`src/warpSe_macros.svh`:
```
`ifndef WARP_SE_MACROS_SVH
`define WARP_SE_MACROS_SVH

// rom access time in fClk edges after the cycle is seen
`define ROM_WAIT 3

// fClk cycles between two refresh requests
`define REFRESH_INTERVAL 128

// a request left waiting this long becomes urgent
`define REFRESH_URGENT 32

// ras precharge cycles after every dram cycle
`define RAM_PRECHARGE 2

`endif
```
`src/warpPkg.sv`:
```
`default_nettype none

package warpPkg;

	// target of the current cpu address, one per address
	typedef enum logic [1:0] {
		devNone = 2'd0, // unmapped hole, ends in nBerr
		devRam  = 2'd1, // dram, $000000-$3fffff
		devRom  = 2'd2, // boot rom, $400000-$4fffff
		devIo   = 2'd3  // motherboard i/o, $800000 and up
	} devSelect;

	// dram sequencer, cpu path then cas-before-ras refresh path
	typedef enum logic [2:0] {
		ramIdle      = 3'd0, // free, arbitrating
		ramRow       = 3'd1, // row on ra, nRas low
		ramCol       = 3'd2, // column on ra
		ramCas       = 3'd3, // nCas low, cpu gets ready
		ramPrecharge = 3'd4, // ras precharge after a cpu access
		refCas       = 3'd5, // nCas low first
		refRas       = 3'd6, // nRas follows, both held
		refPrecharge = 3'd7  // ras precharge after refresh
	} dramState;

	// slow bus cycle of the i/o bridge
	typedef enum logic [1:0] {
		ioIdle    = 2'd0, // no slow cycle running
		ioStrobe  = 2'd1, // address set up, strobes go low next
		ioWait    = 2'd2, // waiting for nDtackIob or nBerrIob
		ioRelease = 2'd3  // strobes high for one cycle
	} ioState;

endpackage

`default_nettype wire

```
`src/warpSe.sv`:
```
`timescale 1ns/1ps
`default_nettype none

module warpSe (
	input logic fClk,
	input logic reset,
	input logic [23:1] addr, // cpu bus
	input logic nAs,
	input logic nUds,
	input logic nLds,
	input logic nWe,
	output logic nDtack,
	output logic nBerr,
	output logic [11:0] ra, // dram
	output logic nRas,
	output logic nCas,
	output logic nLwe,
	output logic nUwe,
	output logic nOe,
	output logic nRomOe, // boot rom
	output logic [23:1] iobAddr, // motherboard bus
	output logic nAsIob,
	output logic rnwIob,
	output logic nUdsIob,
	output logic nLdsIob,
	input logic nDtackIob,
	input logic nBerrIob
);
	import warpPkg::*;

	devSelect devSel; // decoded target
	logic busActive;
	logic busActiveDly;
	logic refReq;
	logic refUrg;
	logic refAck;
	logic ramReady;
	logic ioReady;
	logic ioError;

	chipSelect cs (
		.addr(addr[23:8]),
		.devSel(devSel)
	);

	refreshTimer refTimer (
		.fClk(fClk),
		.reset(reset),
		.refAck(refAck),
		.refReq(refReq),
		.refUrg(refUrg)
	);

	dramController ram (
		.fClk(fClk),
		.reset(reset),
		.busActive(busActive),
		.busActiveDly(busActiveDly),
		.devSel(devSel),
		.addr(addr[21:1]),
		.nWe(nWe),
		.nUds(nUds),
		.nLds(nLds),
		.refReq(refReq),
		.refUrg(refUrg),
		.refAck(refAck),
		.ramReady(ramReady),
		.ra(ra),
		.nRas(nRas),
		.nCas(nCas),
		.nLwe(nLwe),
		.nUwe(nUwe),
		.nOe(nOe)
	);

	ioBridge iob (
		.fClk(fClk),
		.reset(reset),
		.busActive(busActive),
		.busActiveDly(busActiveDly),
		.devSel(devSel),
		.addr(addr),
		.nWe(nWe),
		.nUds(nUds),
		.nLds(nLds),
		.nDtackIob(nDtackIob),
		.nBerrIob(nBerrIob),
		.ioReady(ioReady),
		.ioError(ioError),
		.iobAddr(iobAddr),
		.nAsIob(nAsIob),
		.rnwIob(rnwIob),
		.nUdsIob(nUdsIob),
		.nLdsIob(nLdsIob)
	);

	cycleTerminator fsb (
		.fClk(fClk),
		.reset(reset),
		.nAs(nAs),
		.devSel(devSel),
		.ramReady(ramReady),
		.ioReady(ioReady),
		.ioError(ioError),
		.busActive(busActive),
		.busActiveDly(busActiveDly),
		.nDtack(nDtack),
		.nBerr(nBerr),
		.nRomOe(nRomOe)
	);

endmodule

`default_nettype wire

```
`src/cycleTerminator.sv`:
```
`timescale 1ns/1ps
`default_nettype none
`include "warpSe_macros.svh"

module cycleTerminator (
	input logic fClk,
	input logic reset,
	input logic nAs,
	input warpPkg::devSelect devSel,
	input logic ramReady,
	input logic ioReady,
	input logic ioError,
	output logic busActive, // nAs sampled low
	output logic busActiveDly, // busActive one cycle late
	output logic nDtack,
	output logic nBerr,
	output logic nRomOe
);
	import warpPkg::*;

	localparam int romW = $clog2(`ROM_WAIT + 1);

	logic [romW-1:0] romCnt; // edges since busActive rose, saturating
	logic romDone;
	logic ackNow; // some target is ready
	logic errNow; // unmapped or failed i/o read

	assign romDone = devSel == devRom && romCnt == romW'(`ROM_WAIT - 1);
	assign ackNow = busActive && (romDone || ramReady || ioReady);
	assign errNow = busActive && (devSel == devNone || ioError);

	always_ff @(posedge fClk) begin
		if (reset) begin
			busActive <= 1'b0;
			busActiveDly <= 1'b0;
			romCnt <= '0;
			nRomOe <= 1'b1;
			nDtack <= 1'b1;
			nBerr <= 1'b1;
		end else begin
			busActive <= !nAs;
			busActiveDly <= busActive;
			nRomOe <= nAs || devSel != devRom; // same edge as busActive
			nDtack <= nAs || (nDtack && !ackNow); // held until nAs goes high
			nBerr <= nAs || (nBerr && !errNow);
			if (!busActive) begin
				romCnt <= '0;
			end else if (romCnt != romW'(`ROM_WAIT - 1)) begin
				romCnt <= romCnt + 1'b1;
			end
		end
	end

	aOneTermination: assert property (@(posedge fClk) disable iff (reset) !(!nDtack && !nBerr))
		else $error("nDtack and nBerr low together");

endmodule

`default_nettype wire

```
`src/ioBridge.sv`:
```
`timescale 1ns/1ps
`default_nettype none

module ioBridge (
	input logic fClk,
	input logic reset,
	input logic busActive,
	input logic busActiveDly,
	input warpPkg::devSelect devSel,
	input logic [23:1] addr,
	input logic nWe,
	input logic nUds,
	input logic nLds,
	input logic nDtackIob, // slow bus acknowledge
	input logic nBerrIob, // slow bus error
	output logic ioReady,
	output logic ioError,
	output logic [23:1] iobAddr,
	output logic nAsIob,
	output logic rnwIob,
	output logic nUdsIob,
	output logic nLdsIob
);
	import warpPkg::*;

	ioState state;
	logic ioSel; // cpu cycle targets i/o
	logic newIo; // first cycle of an i/o access
	logic ioPend; // access waiting behind a running slow cycle
	logic ioStart; // latch the cpu cycle now
	logic udsHold; // latched strobes, active low
	logic ldsHold;
	logic errHold; // slow cycle ended with bus error

	assign ioSel = busActive && devSel == devIo;
	assign newIo = ioSel && !busActiveDly;
	assign ioStart = state == ioIdle && (newIo || ioPend);

	always_ff @(posedge fClk) begin
		if (reset) begin
			ioPend <= 1'b0;
		end else if (!ioSel || ioStart) begin
			ioPend <= 1'b0;
		end else if (newIo) begin
			ioPend <= 1'b1; // back pressure, previous cycle still on the bus
		end
	end

	always_ff @(posedge fClk) begin
		if (ioStart) begin
			iobAddr <= addr;
			udsHold <= nUds;
			ldsHold <= nLds;
		end
		if (state == ioWait) begin
			errHold <= !nBerrIob; // last sample is the one that ends the wait
		end
	end

	always_ff @(posedge fClk) begin
		if (reset) begin
			state <= ioIdle;
			nAsIob <= 1'b1;
			rnwIob <= 1'b1;
			nUdsIob <= 1'b1;
			nLdsIob <= 1'b1;
			ioReady <= 1'b0;
			ioError <= 1'b0;
		end else begin
			if (!busActive) begin
				ioReady <= 1'b0;
				ioError <= 1'b0;
			end
			case (state)
				ioIdle: begin
					if (ioStart) begin
						state <= ioStrobe;
						rnwIob <= nWe;
						ioReady <= !nWe; // posted write, cpu is free at once
					end
				end
				ioStrobe: begin
					state <= ioWait;
					nAsIob <= 1'b0;
					nUdsIob <= udsHold;
					nLdsIob <= ldsHold;
				end
				ioWait: begin
					if (!nDtackIob || !nBerrIob) begin
						state <= ioRelease;
						nAsIob <= 1'b1;
						nUdsIob <= 1'b1;
						nLdsIob <= 1'b1;
					end
				end
				ioRelease: begin
					state <= ioIdle;
					rnwIob <= 1'b1;
					// only a read has a cpu waiting, write errors are lost
					if (rnwIob && busActive) begin
						ioReady <= !errHold;
						ioError <= errHold;
					end
				end
				default: state <= ioIdle;
			endcase
		end
	end

	aIdleQuiet: assert property (@(posedge fClk) disable iff (reset)
		state == ioIdle |-> nAsIob && nUdsIob && nLdsIob)
		else $error("slow bus strobes low while bridge idle");

	aReleaseAfterAck: assert property (@(posedge fClk) disable iff (reset)
		$rose(nAsIob) |-> $past(!nDtackIob || !nBerrIob))
		else $error("nAsIob released without slow bus acknowledge");

endmodule

`default_nettype wire

```
`src/dramController.sv`:
```
`timescale 1ns/1ps
`default_nettype none
`include "warpSe_macros.svh"

module dramController (
	input logic fClk,
	input logic reset,
	input logic busActive, // cpu cycle in progress
	input logic busActiveDly, // busActive one cycle late
	input warpPkg::devSelect devSel,
	input logic [21:1] addr,
	input logic nWe,
	input logic nUds,
	input logic nLds,
	input logic refReq,
	input logic refUrg,
	output logic refAck, // one cycle, refresh granted
	output logic ramReady, // cpu access reached cas
	output logic [11:0] ra, // multiplexed row/column
	output logic nRas,
	output logic nCas,
	output logic nLwe,
	output logic nUwe,
	output logic nOe
);
	import warpPkg::*;

	localparam int cntW = $clog2(`RAM_PRECHARGE + 2); // holds precharge and refresh counts

	dramState state;
	logic [cntW-1:0] cnt; // precharge / refresh hold down counter
	logic ramSel; // current cpu cycle targets dram
	logic newRam; // first cycle of a dram access
	logic ramPend; // access seen while the controller was busy
	logic cpuReq;

	assign ramSel = busActive && devSel == devRam;
	assign newRam = ramSel && !busActiveDly;
	assign cpuReq = newRam || ramPend;

	always_ff @(posedge fClk) begin
		if (reset) begin
			ramPend <= 1'b0;
		end else if (!ramSel) begin
			ramPend <= 1'b0;
		end else if (state == ramIdle && !refUrg) begin
			ramPend <= 1'b0; // access is taken on this edge
		end else if (newRam) begin
			ramPend <= 1'b1; // refresh or precharge still running
		end
	end

	// row tracks the bus while idle, column is loaded in the row state
	always_ff @(posedge fClk) begin
		if (state == ramIdle) begin
			ra <= {2'b00, addr[21:12]};
		end else if (state == ramRow) begin
			ra <= {1'b0, addr[11:1]};
		end
	end

	always_ff @(posedge fClk) begin
		if (reset) begin
			state <= ramIdle;
			cnt <= '0;
			refAck <= 1'b0;
			ramReady <= 1'b0;
			nRas <= 1'b1;
			nCas <= 1'b1;
			nLwe <= 1'b1;
			nUwe <= 1'b1;
			nOe <= 1'b1;
		end else begin
			refAck <= 1'b0; // pulse only
			case (state)
				ramIdle: begin
					// urgent refresh first, plain refresh only with no cpu waiting
					if (refUrg || (refReq && !cpuReq)) begin
						state <= refCas;
						nCas <= 1'b0; // cas before ras
						refAck <= 1'b1;
					end else if (cpuReq) begin
						state <= ramRow;
						nRas <= 1'b0; // ra gets the row on this edge
					end
				end
				ramRow: state <= ramCol; // column goes out
				ramCol: begin
					state <= ramCas;
					nCas <= 1'b0;
					nOe <= ~nWe; // reads enable the dram outputs
					nLwe <= nWe | nLds;
					nUwe <= nWe | nUds;
					ramReady <= 1'b1;
				end
				ramCas: begin
					if (!busActive) begin // cpu has finished the cycle
						state <= ramPrecharge;
						cnt <= cntW'(`RAM_PRECHARGE - 1);
						nRas <= 1'b1;
						nCas <= 1'b1;
						nOe <= 1'b1;
						nLwe <= 1'b1;
						nUwe <= 1'b1;
						ramReady <= 1'b0;
					end
				end
				refCas: begin
					state <= refRas;
					nRas <= 1'b0;
					cnt <= cntW'(1); // both strobes low for two cycles
				end
				refRas: begin
					if (cnt == '0) begin
						state <= refPrecharge;
						cnt <= cntW'(`RAM_PRECHARGE - 1);
						nRas <= 1'b1;
						nCas <= 1'b1;
					end else begin
						cnt <= cnt - 1'b1;
					end
				end
				ramPrecharge, refPrecharge: begin
					if (cnt == '0) begin
						state <= ramIdle;
					end else begin
						cnt <= cnt - 1'b1;
					end
				end
				default: state <= ramIdle;
			endcase
		end
	end

	// on a cpu access ras must already be down when cas drops
	aRasBeforeCas: assert property (@(posedge fClk) disable iff (reset)
		$fell(nCas) && state == ramCas |-> $past(!nRas) && !nRas)
		else $error("nCas fell before nRas in a cpu cycle");

	aWeOnlyInCas: assert property (@(posedge fClk) disable iff (reset)
		(!nLwe || !nUwe) |-> state == ramCas && !nCas && !nRas)
		else $error("write enable low outside ramCas");

endmodule

`default_nettype wire

```
`src/refreshTimer.sv`:
```
`timescale 1ns/1ps
`default_nettype none
`include "warpSe_macros.svh"

module refreshTimer (
	input logic fClk,
	input logic reset,
	input logic refAck, // pulse from the dram controller, refresh started
	output logic refReq, // sticky until acked
	output logic refUrg // request has waited too long
);
	localparam int intW = $clog2(`REFRESH_INTERVAL);
	localparam int urgW = $clog2(`REFRESH_URGENT);

	logic [intW-1:0] intCnt; // free running interval count
	logic [urgW-1:0] urgCnt; // age of the pending request
	logic intWrap; // end of interval

	assign intWrap = intCnt == intW'(`REFRESH_INTERVAL - 1);

	always_ff @(posedge fClk) begin
		if (reset) begin
			intCnt <= '0;
		end else begin
			intCnt <= intWrap ? '0 : intCnt + 1'b1;
		end
	end

	always_ff @(posedge fClk) begin
		if (reset) begin
			refReq <= 1'b0;
			refUrg <= 1'b0;
			urgCnt <= '0;
		end else begin
			if (refAck) begin
				refReq <= 1'b0;
				refUrg <= 1'b0;
			end else if (refReq && urgCnt == urgW'(`REFRESH_URGENT - 1)) begin
				refUrg <= 1'b1; // escalate, beats a cpu access
			end
			if (intWrap) begin
				refReq <= 1'b1; // a new interval always requests
			end
			if (!refReq || refAck) begin
				urgCnt <= '0;
			end else if (!refUrg) begin
				urgCnt <= urgCnt + 1'b1;
			end
		end
	end

	aUrgNeedsReq: assert property (@(posedge fClk) disable iff (reset) refUrg |-> refReq)
		else $error("refUrg high without refReq");

endmodule

`default_nettype wire

```
`src/chipSelect.sv`:
```
`timescale 1ns/1ps
`default_nettype none

module chipSelect (
	input logic [23:8] addr, // upper cpu address, 256 byte granules
	output warpPkg::devSelect devSel // decoded target
);
	import warpPkg::*;

	localparam logic [15:0] romBase = 16'h4000; // $400000
	localparam logic [15:0] gapBase = 16'h5000; // $500000, start of unmapped hole
	localparam logic [15:0] ioBase = 16'h8000; // $800000, upper half is i/o

	// ranges are contiguous, so an ordered compare gives one select only
	always_comb begin
		if (addr < romBase) begin
			devSel = devRam; // 4 mb dram
		end else if (addr < gapBase) begin
			devSel = devRom; // 1 mb boot rom
		end else if (addr < ioBase) begin
			devSel = devNone; // nothing answers here
		end else begin
			devSel = devIo; // replayed on the motherboard bus
		end
	end

endmodule

`default_nettype wire

```
`config.mk`:
```
export PLATFORM = sky130hd
export DESIGN_NAME = warpSe
export DESIGN_NICKNAME = d
export VERILOG_FILES = /design/src/warpPkg.sv /design/src/warpSe.sv /design/src/cycleTerminator.sv /design/src/ioBridge.sv /design/src/dramController.sv /design/src/refreshTimer.sv /design/src/chipSelect.sv
export VERILOG_INCLUDE_DIRS = /design/src
export SDC_FILE = /design/constraint.sdc
export NUM_CORES = 1
export LEC_CHECK = 0
export ABC_AREA = 1
export BUFFER_PORTS_ARGS = -buffer_cell sky130_fd_sc_hd__buf_4
export CORE_ASPECT_RATIO = 1.75
export CORE_MARGIN = 5
export CORE_UTILIZATION = 35
export CTS_CLUSTER_SIZE = 12
export DETAILED_ROUTE_END_ITERATION = 10
export PLACE_DENSITY = 0.59
export SLEW_MARGIN = 20
export SYNTH_ARGS = -nofsm -noshare
export SYNTH_HDL_FRONTEND = slang
export SYNTH_SLANG_ARGS = --single-unit
```
`constraint.sdc`:
```
create_clock -name fClk -period 1.53 [get_ports fClk]
set_input_delay 0.2295 -clock fClk [delete_from_list [all_inputs] [get_ports fClk]]
set_output_delay 0.2295 -clock fClk [all_outputs]
set_load 0.05 [all_outputs]
```
==> impl_metrics.py <==
metrics = {
    "outcome": {
        "status": "complete, no violations",
    },
    "routing": {
        "drt-vias-per-instance": 4.58,
        "wl_per_cell_um": 12.7,
        "drt_iter0_markers": 121,
        "ant_nets": 0,
        "drc_errors": 0,
        "routed-via-count": 2609,
        "drt_pass1_iterations": 4,
        "wirelength_um": 7230,
    },
    "timing": {
        "fin_ws_ns": 0.138,
        "hold_viol_final": 0,
        "hold_ws_ns": 0.0855,
        "rsz0062_at_grt": "no",
        "clock.fmax_ghz": 0.718,
        "setup_viol": 0,
        "period_share_pct": 91.0,
        "timing.final.max_slew_violations": 0,
        "skew_ns": 0.00340,
        "tns_ns": 0,
        "period_minus_slack_ns": 1.39,
    },
    "synth": {
        "yosysWarnings": 0,
        "postSynthCellCount": 353,
        "ys_seq_elements": 80,
        "syn_area_per_cell_sq_um": 9.49,
        "synth_cell_types": 35,
        "netlist_area_sq_um": 3350,
        "synth_fp_nets": 395,
        "yosysSeqAreaShare_pct": 58.6,
    },
    "global_routing": {
        "grt_max_degree": 24,
        "grt_pass1_wl_um": 12000,
        "first_global_vias": 2557,
        "grt_use_total_pct": 12.8,
        "antenna_found_initial": 0,
        "grt.overflow.total": 0,
    },
    "pwr": {
        "irDropWorstVdd_mv": 0.900,
        "power_density_nw_per_um2": 1970,
        "p_leak_nw": 1.98,
        "totalPowerFinal_w": 0.00876,
    },
    "worst_setup_path": {
        "cp_max_fo": 7,
        "arrival_ns": 1.66,
        "crit_path_end_kind": "flop",
        "worst-setup-path-type": "reg2reg",
        "critPathRequiredTime_ns": 1.80,
        "start_kind": "flop",
    },
    "floorplan": {
        "coreArea_sq_um": 9410,
        "design.die.area_sq_um": 11700,
        "io_pins": 78,
        "num_rows": 47,
        "chipHeight_um": 139,
        "start_util_pct": 35.6,
        "die_x_um": 83.9,
    },
    "finish": {
        "multiInputGateArea_sq_um": 1190,
        "drive_above_1_share_pct": 29.0,
        "num-fill-cells": 944,
        "final_cell_mix": "nand2_1, buf_4, dfxtp_1",
        "layout_commonest_cell": "nand2_1",
        "synthToLayoutAreaGrowth_pct": 32.7,
        "n_antenna_cell": 0,
        "ff_latch_area_sq_um": 1960,
        "nNetsFinal": 485,
    },
    "clock_network": {
        "cts.sinks": 80,
        "htreeDepth": 3,
        "cts_tree": "yes",
        "cts-hold-fix-buffers": 0,
        "cts.clk_slew.worst_paths_ns": 0.06,
        "cts_resized": 0,
        "cts_buffers": 9,
        "clockRootBuffer": "clkbuf_16",
        "cts_buffer_depth": 2,
        "clk_latency_ns": 0.33,
        "post_cts_buffers": 0,
    },
    "flow_run": {
        "drv_cap": 0,
    },
    "placement": {
        "gp_congestion": 0.738,
        "pre_cts_ws_ns": 0.114,
        "dpl.hpwl_um": 5770,
        "numPortBuffers": 76,
    },
    "hold_path": {
        "min_path_type": "in2reg",
    },
}
[critical path: stages (launching register included)]
cell     delay [ns]
dfxtp_1        0.44
buf_4          0.21
inv_1          0.11
o21ai_0        0.35
nand3_1        0.13
nand3_1        0.09
[metrics by stage]
stage,instance area (sq um),util (%),instances
floorplan,3360,-,353
global placement,4120,43.8,554
detailed placement,4120,43.8,554
CTS,4440,47.2,570
global route,4440,47.2,570
finish,4440,47.2,570
[flip-flops by register name (all words and copies together), names as in the netlist, 2 cells and up]
register and cells:
iob.iobAddr 23, ram.ra 11, refTimer.intCnt 7, refTimer.urgCnt 5, ram.state 3, fsb.romCnt 2
iob.state 2, ram.cnt 2
[logic make-up (layout without fill, tap and decap cells)]
group,count (synthesis),count (layout),synth area share (%)
DFF,80,80,58.6
AOI/OAI and AO/OA,36,36,5.94
adders and majority gates,11,11,4.33
other,1,1,0.112
xor gates and xnor gates,1,1,0.262
buffers and inverters,50,145,6.20
and+or+nand+nor,174,174,24.6
[cell type report]
class                      count  area share (%)
sequential                    80            44.2
clock buffer                   9            5.07
inverter                      44            3.80
multi-input combinational    223            26.8
clock inverter                 7            2.11
tap                          122            3.44
timing repair buffer          85            14.6
[synth_stat cells (all sizes together)]
cell      n  area (sq um)
o22ai     1          6.26
nor3      6          30.0
or2       1          6.26
o21a      3          22.5
conb      1          3.75
fa        1          20.0
ha       10           125
nand2    95           394
nand3    22           133
o21ai    17          85.1
inv      44           165
nor2     40           185
a21oi    13          68.8
buf       5          38.8
xor2      1          8.76
nand4     5          37.5
o21bai    1          7.51
dfxtp    44           881
nor4      1          6.26
edfxtp   36          1080
o2111ai   1          8.76
nor3b     4          30.0
clkbuf    1          3.75
[layer usage]
layer	vias to the layer above	part of all wire (%)	global-route usage, %
met5	-	0	0
met1	1194	40	14.1
li1	1329	-	-
met2	76	52	22.5
met4	0	1.9	6.19
met3	10	5.9	3.49
[final timing paths]
check | from | cells past startpoint | endpoint | slack (ns)
hold / removal | addr[13] | 1 | iob.iobAddr[13]$_DFFE_PP_ | 0.09
hold reg to reg | fsb.nBerr$_SDFF_PP1_ | 2 | fsb.nBerr$_SDFF_PP1_ | 0.45
setup reg to reg | ram.state[2]$_SDFFE_PP0P_ | 5 | ram.nCas$_SDFFE_PP1P_ | 0.14
setup / recovery | ram.state[2]$_SDFFE_PP0P_ | 5 | ram.nCas$_SDFFE_PP1P_ | 0.14
[where the power goes]
part	internal [W]	switching [W]
Combinational	0.00110	0.00244
Sequential	0.00276	0.000217
Clock	0.00143	0.000821
Total	0.00528	0.00348
Power figures use the tool's default switching activity.
